==> config.mk <==
export PLATFORM = sky130hd
export DESIGN_NAME = fpCompareUnit
export DESIGN_NICKNAME = d
export VERILOG_FILES = /design/src/logic/fpCmpPkg.sv /design/src/logic/fpFormatPkg.sv /design/src/logic/cmpResultPack.sv /design/src/logic/fpClassify.sv /design/src/logic/fpCompareCore.sv /design/src/logic/fpCompareUnit.sv /design/src/logic/magCompare.sv /design/src/logic/orderDecide.sv /design/src/logic/singleLaneCompare.sv
export SDC_FILE = /design/constraint.sdc
export NUM_CORES = 1
export LEC_CHECK = 0
export ABC_AREA = 1
export BUFFER_PORTS_ARGS = -buffer_cell sky130_fd_sc_hd__buf_2
export CAP_MARGIN = 20
export CORE_MARGIN = 8
export CORE_UTILIZATION = 45
export CTS_BUF_LIST = sky130_fd_sc_hd__clkbuf_4 sky130_fd_sc_hd__clkbuf_8
export DETAILED_ROUTE_END_ITERATION = 6
export PLACE_DENSITY = 0.69
export SETUP_SLACK_MARGIN = 0.3
export SLEW_MARGIN = 20
export SYNTH_ARGS = -nofsm -noshare
export SYNTH_HDL_FRONTEND = slang
export SYNTH_HIERARCHICAL = 1
export SYNTH_SLANG_ARGS = --single-unit
==> constraint.sdc <==
create_clock -name clk -period 8.8 [get_ports clk]
set_clock_uncertainty 0.2 [all_clocks]
set_input_delay 1.76 -clock clk [delete_from_list [all_inputs] [get_ports clk]]
set_output_delay 1.76 -clock clk [all_outputs]
set_load 0.02 [all_outputs]
==> src/logic/fpCmpPkg.sv <==
/*
  FP compare opcodes and flag layout.
  Condition codes for mask-producing compares and bit positions
  of the 4-bit ordering flags word.
*/
`default_nettype none

package fpCmpPkg;

  typedef enum logic [1:0] {
    condEq = 2'd0,
    condNe = 2'd1, // true when unordered too
    condLt = 2'd2,
    condGe = 2'd3
  } cmpCond;

  // one-hot ordering flags
  localparam int flagUnord = 0;
  localparam int flagEq    = 1;
  localparam int flagLt    = 2;
  localparam int flagGt    = 3;

endpackage

`default_nettype wire

==> src/logic/fpFormatPkg.sv <==
/*
  FP operand format definitions.
  Format selector, field widths of the single, double and extended
  layouts, and the packed-type codes of the lane-mask word.
*/
`default_nettype none

package fpFormatPkg;

  typedef enum logic [1:0] {
    fmtSingle = 2'd0,
    fmtDouble = 2'd1,
    fmtExt    = 2'd2
  } fpFmt;

  localparam int OPER_W     = 80; // extended layout is the widest
  localparam int EXP_W      = 15; // widened exponent
  localparam int FRAC_W     = 64; // left-aligned fraction incl. integer bit
  localparam int MAG_W      = EXP_W + FRAC_W;
  localparam int SNG_EXP_W  = 8;
  localparam int SNG_FRAC_W = 23;
  localparam int SNG_MAG_W  = SNG_EXP_W + SNG_FRAC_W;
  localparam int DBL_EXP_W  = 11;
  localparam int DBL_FRAC_W = 52;

  // ~~~~~~~~~~~~~~~~~~~~~~~~~~~~~~~~~~~~~~~~
  localparam int MASK_W = 68;
  localparam int LANE_W = 33;             // copies of one lane result
  localparam logic [1:0] ptypeSngl = 2'd1;
  localparam logic [1:0] ptypeDbl  = 2'd2;

endpackage

`default_nettype wire

==> src/logic/cmpResultPack.sv <==
/*
  Compare result register.
  Registers the main-lane flags, evaluates the condition per lane and
  registers the packed lane-mask word with its valid bit.
*/
`timescale 1ns/1ns
`default_nettype none

module cmpResultPack (
  input  logic                          clk,
  input  logic                          rst,
  input  logic [3:0]                    mainFlags,
  input  logic [3:0]                    hiFlags,
  input  fpCmpPkg::cmpCond              cond,
  input  logic                          paired,
  input  logic                          vec,
  output logic [3:0]                    flags,
  output logic [fpFormatPkg::MASK_W-1:0] maskOut,
  output logic                          maskValid
);

  import fpFormatPkg::*;
  import fpCmpPkg::*;

  logic              loRes, hiRes;
  logic [MASK_W-1:0] maskNext;

  function automatic logic condHit(input cmpCond c, input logic [3:0] f);
    case (c)
      condEq:  condHit = f[flagEq];
      condNe:  condHit = ~f[flagEq];
      condLt:  condHit = f[flagLt];
      default: condHit = f[flagGt] | f[flagEq]; // condGe
    endcase
  endfunction

  assign loRes = condHit(cond, mainFlags);
  assign hiRes = condHit(cond, paired ? hiFlags : mainFlags);

  assign maskNext = (paired | vec) ?
    {(vec ? ptypeDbl : ptypeSngl), {LANE_W{hiRes}}, {LANE_W{loRes}}} : '0;

  // ~~~~~~~~~~~~~~~~~~~~~~~~~~~~~~~~~~~~~~~~
  always_ff @(posedge clk) begin
    if (rst) begin
      flags     <= '0;
      maskOut   <= '0;
      maskValid <= 1'b0;
    end else begin
      flags     <= mainFlags;
      maskOut   <= maskNext;
      maskValid <= paired | vec;  // mask only for vector and paired ops
    end
  end

endmodule

`default_nettype wire

==> src/logic/fpClassify.sv <==
/*
  Operand classifier.
  Picks sign, exponent and fraction by format, widens the exponent to
  15 bits keeping its order and left-aligns the fraction to 64 bits.
*/
`timescale 1ns/1ns
`default_nettype none

module fpClassify (
  input  logic [fpFormatPkg::OPER_W-1:0] op,
  input  fpFormatPkg::fpFmt              fmt,
  output logic                           sign,
  output logic [fpFormatPkg::MAG_W-1:0]  mag,
  output logic                           isZero,
  output logic                           isNan
);

  import fpFormatPkg::*;

  logic [EXP_W-1:0]  expWide;
  logic [FRAC_W-1:0] fracAlign;
  logic              expZero;
  logic              expOnes;
  logic              fracZero;   // explicit integer bit not included

  always_comb begin
    case (fmt)
      fmtSingle: begin
        sign      = op[31];
        expZero   = ~|op[30:23];
        expOnes   = &op[30:23];
        fracZero  = ~|op[22:0];
        expWide   = {op[30], {(EXP_W-SNG_EXP_W){~op[30]}}, op[29:23]};
        fracAlign = {~expZero, op[22:0], {(FRAC_W-SNG_FRAC_W-1){1'b0}}};
      end
      fmtDouble: begin
        sign      = op[63];
        expZero   = ~|op[62:52];
        expOnes   = &op[62:52];
        fracZero  = ~|op[51:0];
        expWide   = {op[62], {(EXP_W-DBL_EXP_W){~op[62]}}, op[61:52]};
        fracAlign = {~expZero, op[51:0], {(FRAC_W-DBL_FRAC_W-1){1'b0}}};
      end
      default: begin                // extended, integer bit already explicit
        sign      = op[79];
        expZero   = ~|op[78:64];
        expOnes   = &op[78:64];
        fracZero  = ~|op[62:0];
        expWide   = op[78:64];
        fracAlign = op[63:0];
      end
    endcase
  end

  assign mag    = {expWide, fracAlign};
  assign isZero = expZero & fracZero;
  assign isNan  = expOnes & ~fracZero; // infinities have zero fraction

endmodule

`default_nettype wire

==> src/logic/fpCompareCore.sv <==
/*
  Main-lane FP compare.
  Classifies both operands in the effective format, then runs one
  magnitude compare and the ordering decision.
*/
`timescale 1ns/1ns
`default_nettype none

module fpCompareCore #(
  parameter int MAG_WIDTH = 79
) (
  input  logic [fpFormatPkg::OPER_W-1:0] opA,
  input  logic [fpFormatPkg::OPER_W-1:0] opB,
  input  fpFormatPkg::fpFmt              fmt,
  input  logic                           paired,
  output logic [3:0]                     flags
);

  import fpFormatPkg::*;

  fpFmt                 effFmt;
  logic                 signA, signB;
  logic [MAG_WIDTH-1:0] magA, magB;
  logic                 zeroA, zeroB;
  logic                 nanA, nanB;
  logic                 magGe, magEq;

  assign effFmt = paired ? fmtSingle : fmt; // low paired single

  fpClassify classA_i (
    .op(opA), .fmt(effFmt), .sign(signA), .mag(magA), .isZero(zeroA), .isNan(nanA)
  );

  fpClassify classB_i (
    .op(opB), .fmt(effFmt), .sign(signB), .mag(magB), .isZero(zeroB), .isNan(nanB)
  );

  magCompare #(.WIDTH(MAG_WIDTH)) magCmp_i (
    .a(magA), .b(magB), .ge(magGe), .eq(magEq)
  );

  orderDecide order_i (
    .signA(signA), .signB(signB), .zeroA(zeroA), .zeroB(zeroB),
    .nanA(nanA), .nanB(nanB), .magGe(magGe), .magEq(magEq),
    .flags(flags)
  );

endmodule

`default_nettype wire

==> src/logic/fpCompareUnit.sv <==
/*
  FP compare unit top level.
  Main lane, high paired-single lane and the result register.
*/
`timescale 1ns/1ns
`default_nettype none

module fpCompareUnit #(
  parameter int MAG_WIDTH = 79
) (
  input  logic                           clk,
  input  logic                           rst,
  input  logic [fpFormatPkg::OPER_W-1:0] opA,
  input  logic [fpFormatPkg::OPER_W-1:0] opB,
  input  fpFormatPkg::fpFmt              fmt,
  input  logic                           paired,
  input  logic                           vec,
  input  fpCmpPkg::cmpCond               cond,
  output logic [3:0]                     flags,
  output logic [fpFormatPkg::MASK_W-1:0] maskOut,
  output logic                           maskValid
);

  import fpFormatPkg::*;

  logic [3:0] mainFlags;
  logic [3:0] hiFlags;

  fpCompareCore #(.MAG_WIDTH(MAG_WIDTH)) core_i (
    .opA(opA), .opB(opB), .fmt(fmt), .paired(paired), .flags(mainFlags)
  );

  singleLaneCompare #(.MAG_WIDTH(SNG_MAG_W)) hiLane_i (
    .hiA(opA[63:32]),   // upper paired single
    .hiB(opB[63:32]),
    .flags(hiFlags)
  );

  cmpResultPack pack_i (
    .clk(clk),
    .rst(rst),
    .mainFlags(mainFlags),
    .hiFlags(hiFlags),
    .cond(cond),
    .paired(paired),
    .vec(vec),
    .flags(flags),
    .maskOut(maskOut),
    .maskValid(maskValid)
  );

endmodule

`default_nettype wire

==> src/logic/magCompare.sv <==
/*
  Unsigned magnitude comparator.
  Carry out of a + ~b + 1 from a Kogge-Stone prefix network gives a >= b,
  equality comes from a separate reduction.
*/
`timescale 1ns/1ns
`default_nettype none

module magCompare #(
  parameter int WIDTH = 79
) (
  input  logic [WIDTH-1:0] a,
  input  logic [WIDTH-1:0] b,
  output logic             ge,
  output logic             eq
);

  localparam int LEVELS = $clog2(WIDTH);

  logic [WIDTH-1:0] gen;
  logic [WIDTH-1:0] prop;

  // ~~~~~~~~~~~~~~~~~~~~~~~~~~~~~~~~~~~~~~~~
  // prefix tree, one merge per level
  // ~~~~~~~~~~~~~~~~~~~~~~~~~~~~~~~~~~~~~~~~
  always_comb begin
    // carry-in of one folded into bit 0 generate
    gen  = {a[WIDTH-1:1] & ~b[WIDTH-1:1], a[0] | ~b[0]};
    prop = a | ~b;
    for (int lvl = 0; lvl < LEVELS; lvl++) begin
      gen  = gen | (prop & (gen << (1 << lvl)));
      prop = prop & (prop << (1 << lvl)); // low bits are already final
    end
  end

  assign ge = gen[WIDTH-1];     // carry out
  assign eq = ~|(a ^ b);

endmodule

`default_nettype wire

==> src/logic/orderDecide.sv <==
/*
  Ordering decision.
  Combines sign, zero and NaN class with magnitude order into one-hot
  unordered / eq / lt / gt flags.
*/
`timescale 1ns/1ns
`default_nettype none

module orderDecide (
  input  logic       signA,
  input  logic       signB,
  input  logic       zeroA,
  input  logic       zeroB,
  input  logic       nanA,
  input  logic       nanB,
  input  logic       magGe,
  input  logic       magEq,
  output logic [3:0] flags
);

  import fpCmpPkg::*;

  always_comb begin
    flags = '0;
    if (nanA | nanB) begin
      flags[flagUnord] = 1'b1;
    end else if (zeroA & zeroB) begin
      flags[flagEq] = 1'b1;        // +0 == -0
    end else if (signA != signB) begin
      if (signB) flags[flagGt] = 1'b1; // positive side wins
      else flags[flagLt] = 1'b1;
    end else if (magEq) begin
      flags[flagEq] = 1'b1;
    end else if (magGe ^ signA) begin
      flags[flagGt] = 1'b1;        // negatives reverse the order
    end else begin
      flags[flagLt] = 1'b1;
    end
  end

endmodule

`default_nettype wire

==> src/logic/singleLaneCompare.sv <==
/*
  High paired-single lane compare.
  Raw 31-bit single magnitude already orders correctly, so no widening.
*/
`timescale 1ns/1ns
`default_nettype none

module singleLaneCompare #(
  parameter int MAG_WIDTH = 31
) (
  input  logic [31:0] hiA,
  input  logic [31:0] hiB,
  output logic [3:0]  flags
);

  import fpFormatPkg::*;

  logic [MAG_WIDTH-1:0] magA, magB;
  logic                 zeroA, zeroB;
  logic                 nanA, nanB;
  logic                 magGe, magEq;

  assign magA = hiA[MAG_WIDTH-1:0];
  assign magB = hiB[MAG_WIDTH-1:0];

  // ~~~~~~~~~~~~~~~~~~~~~~~~~~~~~~~~~~~~~~~~
  assign zeroA = ~|hiA[SNG_MAG_W-1:0];
  assign zeroB = ~|hiB[SNG_MAG_W-1:0];
  assign nanA  = (&hiA[SNG_MAG_W-1:SNG_FRAC_W]) & (|hiA[SNG_FRAC_W-1:0]);
  assign nanB  = (&hiB[SNG_MAG_W-1:SNG_FRAC_W]) & (|hiB[SNG_FRAC_W-1:0]);

  magCompare #(.WIDTH(MAG_WIDTH)) magCmp_i (
    .a(magA), .b(magB), .ge(magGe), .eq(magEq)
  );

  orderDecide order_i (
    .signA(hiA[31]), .signB(hiB[31]),   // sign bits
    .zeroA(zeroA), .zeroB(zeroB),
    .nanA(nanA), .nanB(nanB),
    .magGe(magGe), .magEq(magEq),
    .flags(flags)
  );

endmodule

`default_nettype wire

# After elaboration in Yosys (flattened, before gate mapping)
# Cells that the tools add are included.
# classes
eq_ne	5
muxes	41
bitwise_logic	72
reduce_logical	43
# ops
operator	count
$and A79 B79 Y79	13
$or A79 B79 Y79	8
$and A31 B31 Y31	9
$pmux W64 S2	2
$or A31 B31 Y31	6
$reduce_or A63 Y1	2
$reduce_or A52 Y1	2
$reduce_or A31 Y1	3
$reduce_or A23 Y1	4
$not A79 Y79	1
$reduce_or A79 Y1	1
$xor A79 B79 Y79	1
$and A78 B78 Y78	1
$not A78 Y78	1
$pmux W15 S2	2
$reduce_and A8 Y1	4
$not A31 Y31	1
$xor A31 B31 Y31	1
$and A30 B30 Y30	1
$not A30 Y30	1
$reduce_and A15 Y1	2
$reduce_or A15 Y1	2
$reduce_and A11 Y1	2
$reduce_or A11 Y1	2
17 further kinds	89
# totals
register_bits	73
inputBits	168
output_inout_bits	73
word_cells	164

# Logic depth before layout (Yosys ltp)
# logic_depth
depth_word	28
mapped_depth	35
depth_no_buf	33

# By module
# Netlist, hierarchy kept.
# modules_own_cells
mod	instances	cells_per_inst	area_per_inst_um2	seq_area_each_um2
magCompare (core_i.magCmp_i)	1	574	3754.9	0.0
fpClassify	2	314	1519.0	0.0
magCompare (hiLane_i.magCmp_i)	1	233	1480.2	0.0
cmpResultPack	1	120	850.8	180.2
singleLaneCompare	1	82	355.3	0.0
orderDecide	2	25	103.8	0.0
fpCompareCore	1	4	15.0	0.0

# Worst setup path before layout
# No wires, ideal clock.
# synth_timing
kind	input to register
start	input port fmt[0]
end	register pack_i/maskOut[65] in the netlist's numbering
setup_time_ns	0.064
arrival_time_ns	4.528
required_time_ns	8.536
path_slack_ns	4.008
path_stages	31
path_buffers	2
cell_sequence	inv_1 > nor2_1 > inv_2 > nor2_4 > inv_1 > buf_2 > buf_2 > o22ai_1 > inv_1 > ha_1 > nor2_2 > nand2_1 > nor2_1 > nand2_2 > nor2_1 > nand2_1 > a21oi_2 > nor2_1 > nand2_1 > inv_1 > nand2_1 > nand3_1 > nor2_1 > nor2_1 > nor2_1 > nand2_1 > nand2_1 > nor2_1 > nor2_1 > nor2_1 > nor2_1
# synth_via
word_cells_on_any_way	68
cone_classes	eq/ne: 2; mux: 26; bitwise: 38; reduce/logical: 2
# synth_rtl
item	line	source
from (decl)	fpCompareUnit.sv:15	input fpFormatPkg::fpFmt fmt,
$mux W2 *	fpCompareCore.sv:28	assign effFmt = paired ? fmtSingle : fmt;
named net core_i.effFmt[0]	fpCompareCore.sv:21	fpFmt effFmt;
$eq A2 B1 Y1 / $logic_not A2 Y1 (equally long branches)	fpClassify.sv:27	case (fmt)
$pmux W64 S2 *	fpClassify.sv:27	
named net core_i.magA[38]	fpCompareCore.sv:23	logic [MAG_WIDTH-1:0] magA, magB;
$or A79 B79 Y79	magCompare.sv:29	prop = a | ~b;
$and A79 B79 Y79 (on tied branches)	magCompare.sv:31, magCompare.sv:32	
$or A79 B79 Y79 (tied with other cells)	magCompare.sv:31	gen = gen | (prop & (gen << (1 << lvl)));
[... 8 more ...]	n/a	
named net core_i.magGe	fpCompareCore.sv:26	logic magGe, magEq;
[... 2 more ...]	n/a	
$mux W2 *	orderDecide.sv:32	end else if (magEq) begin
$mux W2 *	orderDecide.sv:29	end else if (signA != signB) begin
$mux W2 *	orderDecide.sv:27	end else if (zeroA & zeroB) begin
$mux W3 *	orderDecide.sv:25	if (nanA | nanB) begin
named net mainFlags[3]	fpCompareUnit.sv:26	logic [3:0] mainFlags;
$mux W4 *	cmpResultPack.sv:38	assign hiRes = condHit(cond, paired ? hiFlags : mainFlags);
$or A1 B1 Y1 *	cmpResultPack.sv:33	default: condHit = f[flagGt] | f[flagEq];
$pmux W1 S3 *	cmpResultPack.sv:29	case (c)
to (signal assigned)	cmpResultPack.sv:51	maskOut <= maskNext;
to (decl)	cmpResultPack.sv:18	output logic [fpFormatPkg::MASK_W-1:0] maskOut,
# Mark *: on every way through the listed nets, which the timed path passes. The rest lies on a longest branch.
# A chain may end at the register's enable or synchronous reset.

# Worst setup path after layout
# layout_timing
start	input port paired
end	register pack_i/maskOut[65] in the netlist's numbering
# layout_via
word_cells_on_any_way	71
cone_classes	eq/ne: 2; mux: 26; bitwise: 40; reduce/logical: 3
# layout_rtl
item	line	source
from (decl)	fpCompareUnit.sv:16	input logic paired,
$mux W2 *	fpCompareCore.sv:28	
named net core_i.effFmt[0]	fpCompareCore.sv:21	
$eq A2 B1 Y1 / $logic_not A2 Y1 (equally long branches)	fpClassify.sv:27	
$pmux W15 S2 *	fpClassify.sv:27	
named net core_i.magA[74]	fpCompareCore.sv:23	
$xor A79 B79 Y79 *	magCompare.sv:37	assign eq = ~|(a ^ b);
$reduce_or A79 Y1 *	magCompare.sv:37	
$mux W1 *	orderDecide.sv:32	
$mux W1 *	orderDecide.sv:29	
$mux W1 *	orderDecide.sv:27	
$mux W3 *	orderDecide.sv:25	
named net mainFlags[1]	fpCompareUnit.sv:26	
$mux W4 *	cmpResultPack.sv:38	
$or A1 B1 Y1 / $not A1 Y1 (equally long branches)	cmpResultPack.sv:33, cmpResultPack.sv:31	
$pmux W1 S3 *	cmpResultPack.sv:29	
# Marks and branches as above.

==> flow_summary_export.csv <==
group,metric,value,unit
power,power_frac_comb,85.9,%
floorplanning,chipWidth,163,um
power,seq_power_share,6.9,%
job,cap_violations,0,
critical_path,cpMaxStageDelayCell,"nor2_1",
critical_path,critPathMaxStageDelay,0.50,ns
power,p_sw,432,uW
sta,relSlewSlack,41.0,%
cts,ctsHoldBuffers,0,
cts,cts_buffers,3,
floorplanning,dieArea,0.0265,mm2
critical_path,critical_path_class,"in2reg",
route,drtPass1Iterations,6,
cts,post_cts_resized,0,
critical_path,worstPathArrival,6.36,ns
floorplanning,die_y,163,um
final_layout,area_growth,9.75,%
sta,setup_viol,0,
critical_path,crit_cells,23,
critical_path,path_buf_inv,7,
critical_path,cpLargestDelayFamily,"simple AND/OR/NAND/NOR gates",
cts,cts.sinks,9,
power,switching_share,60.7,%
route,finalWirelength,41.0,mm
sta,drv_slew,0,
floorplanning,rows,53,
critical_path,crit_fanout,25,
cts,path_clk_slew,0.04,ns
global_route,grt-ovfl-total,0,
floorplanning,core,0.0211,mm2
placed_design,gp_congestion,1.02,
critical_path,startpoint,"paired",
sta,fin_crit_sh,72.6,%
sta,fin_crit,6.39,ns
critical_path,crit_end,"pack_i/maskOut[65]",
global_route,grt_max_degree,62,
yosys,synthesis.instances,1691,
yosys,syn-num-nets,2077,
yosys,syn_area,0.00970,mm2
yosys,synth_cell_types,32,
sta,final_hold_viol_count,0,
route,wl_per_cell,19.4,um
final_layout,num_antenna_cells,0,
final_layout,fillers,2274,
floorplanning,start_util,46.0,%
final_layout,multi_input_area,0.00704,mm2
route,vias_per_cell,5.35,
power,internal-power,279,uW
power,clkPwrFrac,7.2,%
placed_design,numPortBuffers,240,
yosys,avgSynthCellArea,5.74,um2
critical_path,cp-end-kind,"flip-flop",
cts,cts_buffer_depth,2,
sta,fin_tns_setup,0,ns
cts,root_buffer,"clkbuf_8",
power,power.total,712,uW
run_status,status,"completed",
global_route,grtUsageTotal,29.3,%
route,route.detailed.drc,0,
cts,postCtsSetupRepairBufs,0,
hold_path,hp-class,"in2reg",
power,powerDensity,66.8,mW/mm2
global_route,grt_first_pass_wirelength,60.6,mm
cts,cts_tree,"built",
final_layout,final_nets,2223,
yosys,seq_area_frac_synth,1.86,%
cts,htreeDepth,1,
global_route,grt_pass1_vias,10800,
yosys,synth-seq-cells,9,
critical_path,required,8.77,ns
route,ant_nets,0,
sta,fmax,157,MHz
final_layout,drive_gt1_share,16.4,%
floorplanning,io_pins,241,
critical_path,cp-start-kind,"primary input",
final_layout,regArea,180,um2
global_route,antenna_found_initial,0,
critical_path,crit_chain,"buf_2, nor2_1, inv_2, nor2_4, inv_1, buf_4, o21ai_1, inv_1, o21ai_0, inv_1, ha_1, nand4_1, nor4_1, nand3_1, nor2_1, nand3_1, a21oi_1, inv_1, nand2_1, nand3_1, nand3_1, nor2_1, nor2_1",
yosys,synth_warnings,6,
power,p_leak,0.00645,uW
placed_design,dpl.hpwl,34.9,mm
route,vias,11300,
sta,rsz0062_at_grt,"no",
sta,tightest_slew,0.884,ns
power,vdd_drop_max,0.0466,mV
route,drt_iter0_drc,1386,
## synthesized netlist by cell type
library cell,n,area share [%]
inv_1,473,18
nand2_1,303,12
ha_1,218,28
nor2_1,208,8.0
buf_4,64,5.0
o221ai_1,52,4.7
o22ai_1,52,3.4
nand4_1,44,2.8
a21oi_1,39,2.0
nand3_1,33,1.7
o21ai_0,33,1.7
buf_2,20,1.0
nor2_2,20,1.3
o21bai_1,19,1.5
a22oi_1,16,1.2
clkbuf_1,14,0.54
nand2_2,12,0.77
nor3_1,11,0.57
o21ai_1,10,0.52
dfxtp_1,9,1.9
inv_2,9,0.35
nor2_4,5,0.58
nor4_1,5,0.32
a21oi_2,4,0.36
buf_6,4,0.46
o211ai_1,4,0.31
nand3b_1,3,0.23
a21o_1,2,0.15
nor3_2,2,0.21
and2_1,1,0.065
and3_1,1,0.065
nor3_4,1,0.17
## cell type report
cell class | instances | area share, %
clock buffer | 4 | 0.458
sequential | 9 | 1.69
inverter | 482 | 17.0
timing repair buffer | 243 | 11.5
multi-input combinational | 1098 | 66.1
tap | 275 | 3.23
## power groups by stage
stage / clock, uW / combinational [uW] / sequential [uW]
after floorplan: 0 / 394 / 54.3
after global placement: 0 / 588 / 49.5
after detailed placement: 0 / 593 / 50.1
after CTS: 52.6 / 596 / 49.3
after global routing: 56.6 / 669 / 50.4
final: 51.3 / 611 / 49.2
## cells in the final DEF, fill, tap and decap left out, drive strengths merged
cell type	Yosys	final
o221ai	52	52
o21ai	43	43
ha	218	218
inv	482	482
and3	1	1
a21o	2	2
a22oi	16	16
o211ai	4	4
nand3	33	33
clkbuf	14	4
o22ai	52	52
nand3b	3	3
nor2	233	233
nor4	5	5
buf	88	243
a21oi	43	43
and2	1	1
dfxtp	9	9
nand4	44	44
nor3	14	14
o21bai	19	19
nand2	315	315
## how the worst min path moves through the flow
stage | start | end | cells after the start
3_3_place_gp | vec | pack_i/maskOut[66] | 2
4_1_cts | vec | pack_i/maskOut[66] | 2
2_1_floorplan | rst | pack_i/maskValid | 1
6_report | vec | pack_i/maskOut[66] | 2
5_1_grt | vec | pack_i/maskOut[66] | 2
3_5_place_dp | vec | pack_i/maskOut[66] | 2
## cells by family after synthesis
group	after synthesis	share of synthesized area, %
simple gates	649	28.6
compound gates	231	15.8
flops	9	1.86
buf+inv	584	25.6
fa+ha+maj	218	28.1
## layer usage
layer  part of all wire [%]  GRT usage (%)  wire, um
met1                     40           39.0     16500
met5                      0              0         0
met2                     43           45.7     17700
met4                    4.3           11.5      1780
met3                     12           5.43      5010
## flip-flops by register name, indices dropped and copies added (netlist names)
register,flops
pack_i/maskOut,4
pack_i/flags,4
pack_i/maskValid,1
## stage by stage
stage	std cells	hold WS, ns	worst slack (ns)	instance area (um2)	utilization (%)
2_1_floorplan	1691	1.63	4.01	9700	-
4_1_cts	2111	1.50	2.56	10600	50.5
6_report	2111	1.50	2.41	10600	50.5
3_5_place_dp	2107	1.74	2.33	10600	50.3
5_1_grt	2111	1.50	2.11	10600	50.5
3_3_place_gp	2107	1.74	2.42	10600	50.3
Power figures use the tool's default switching activity.
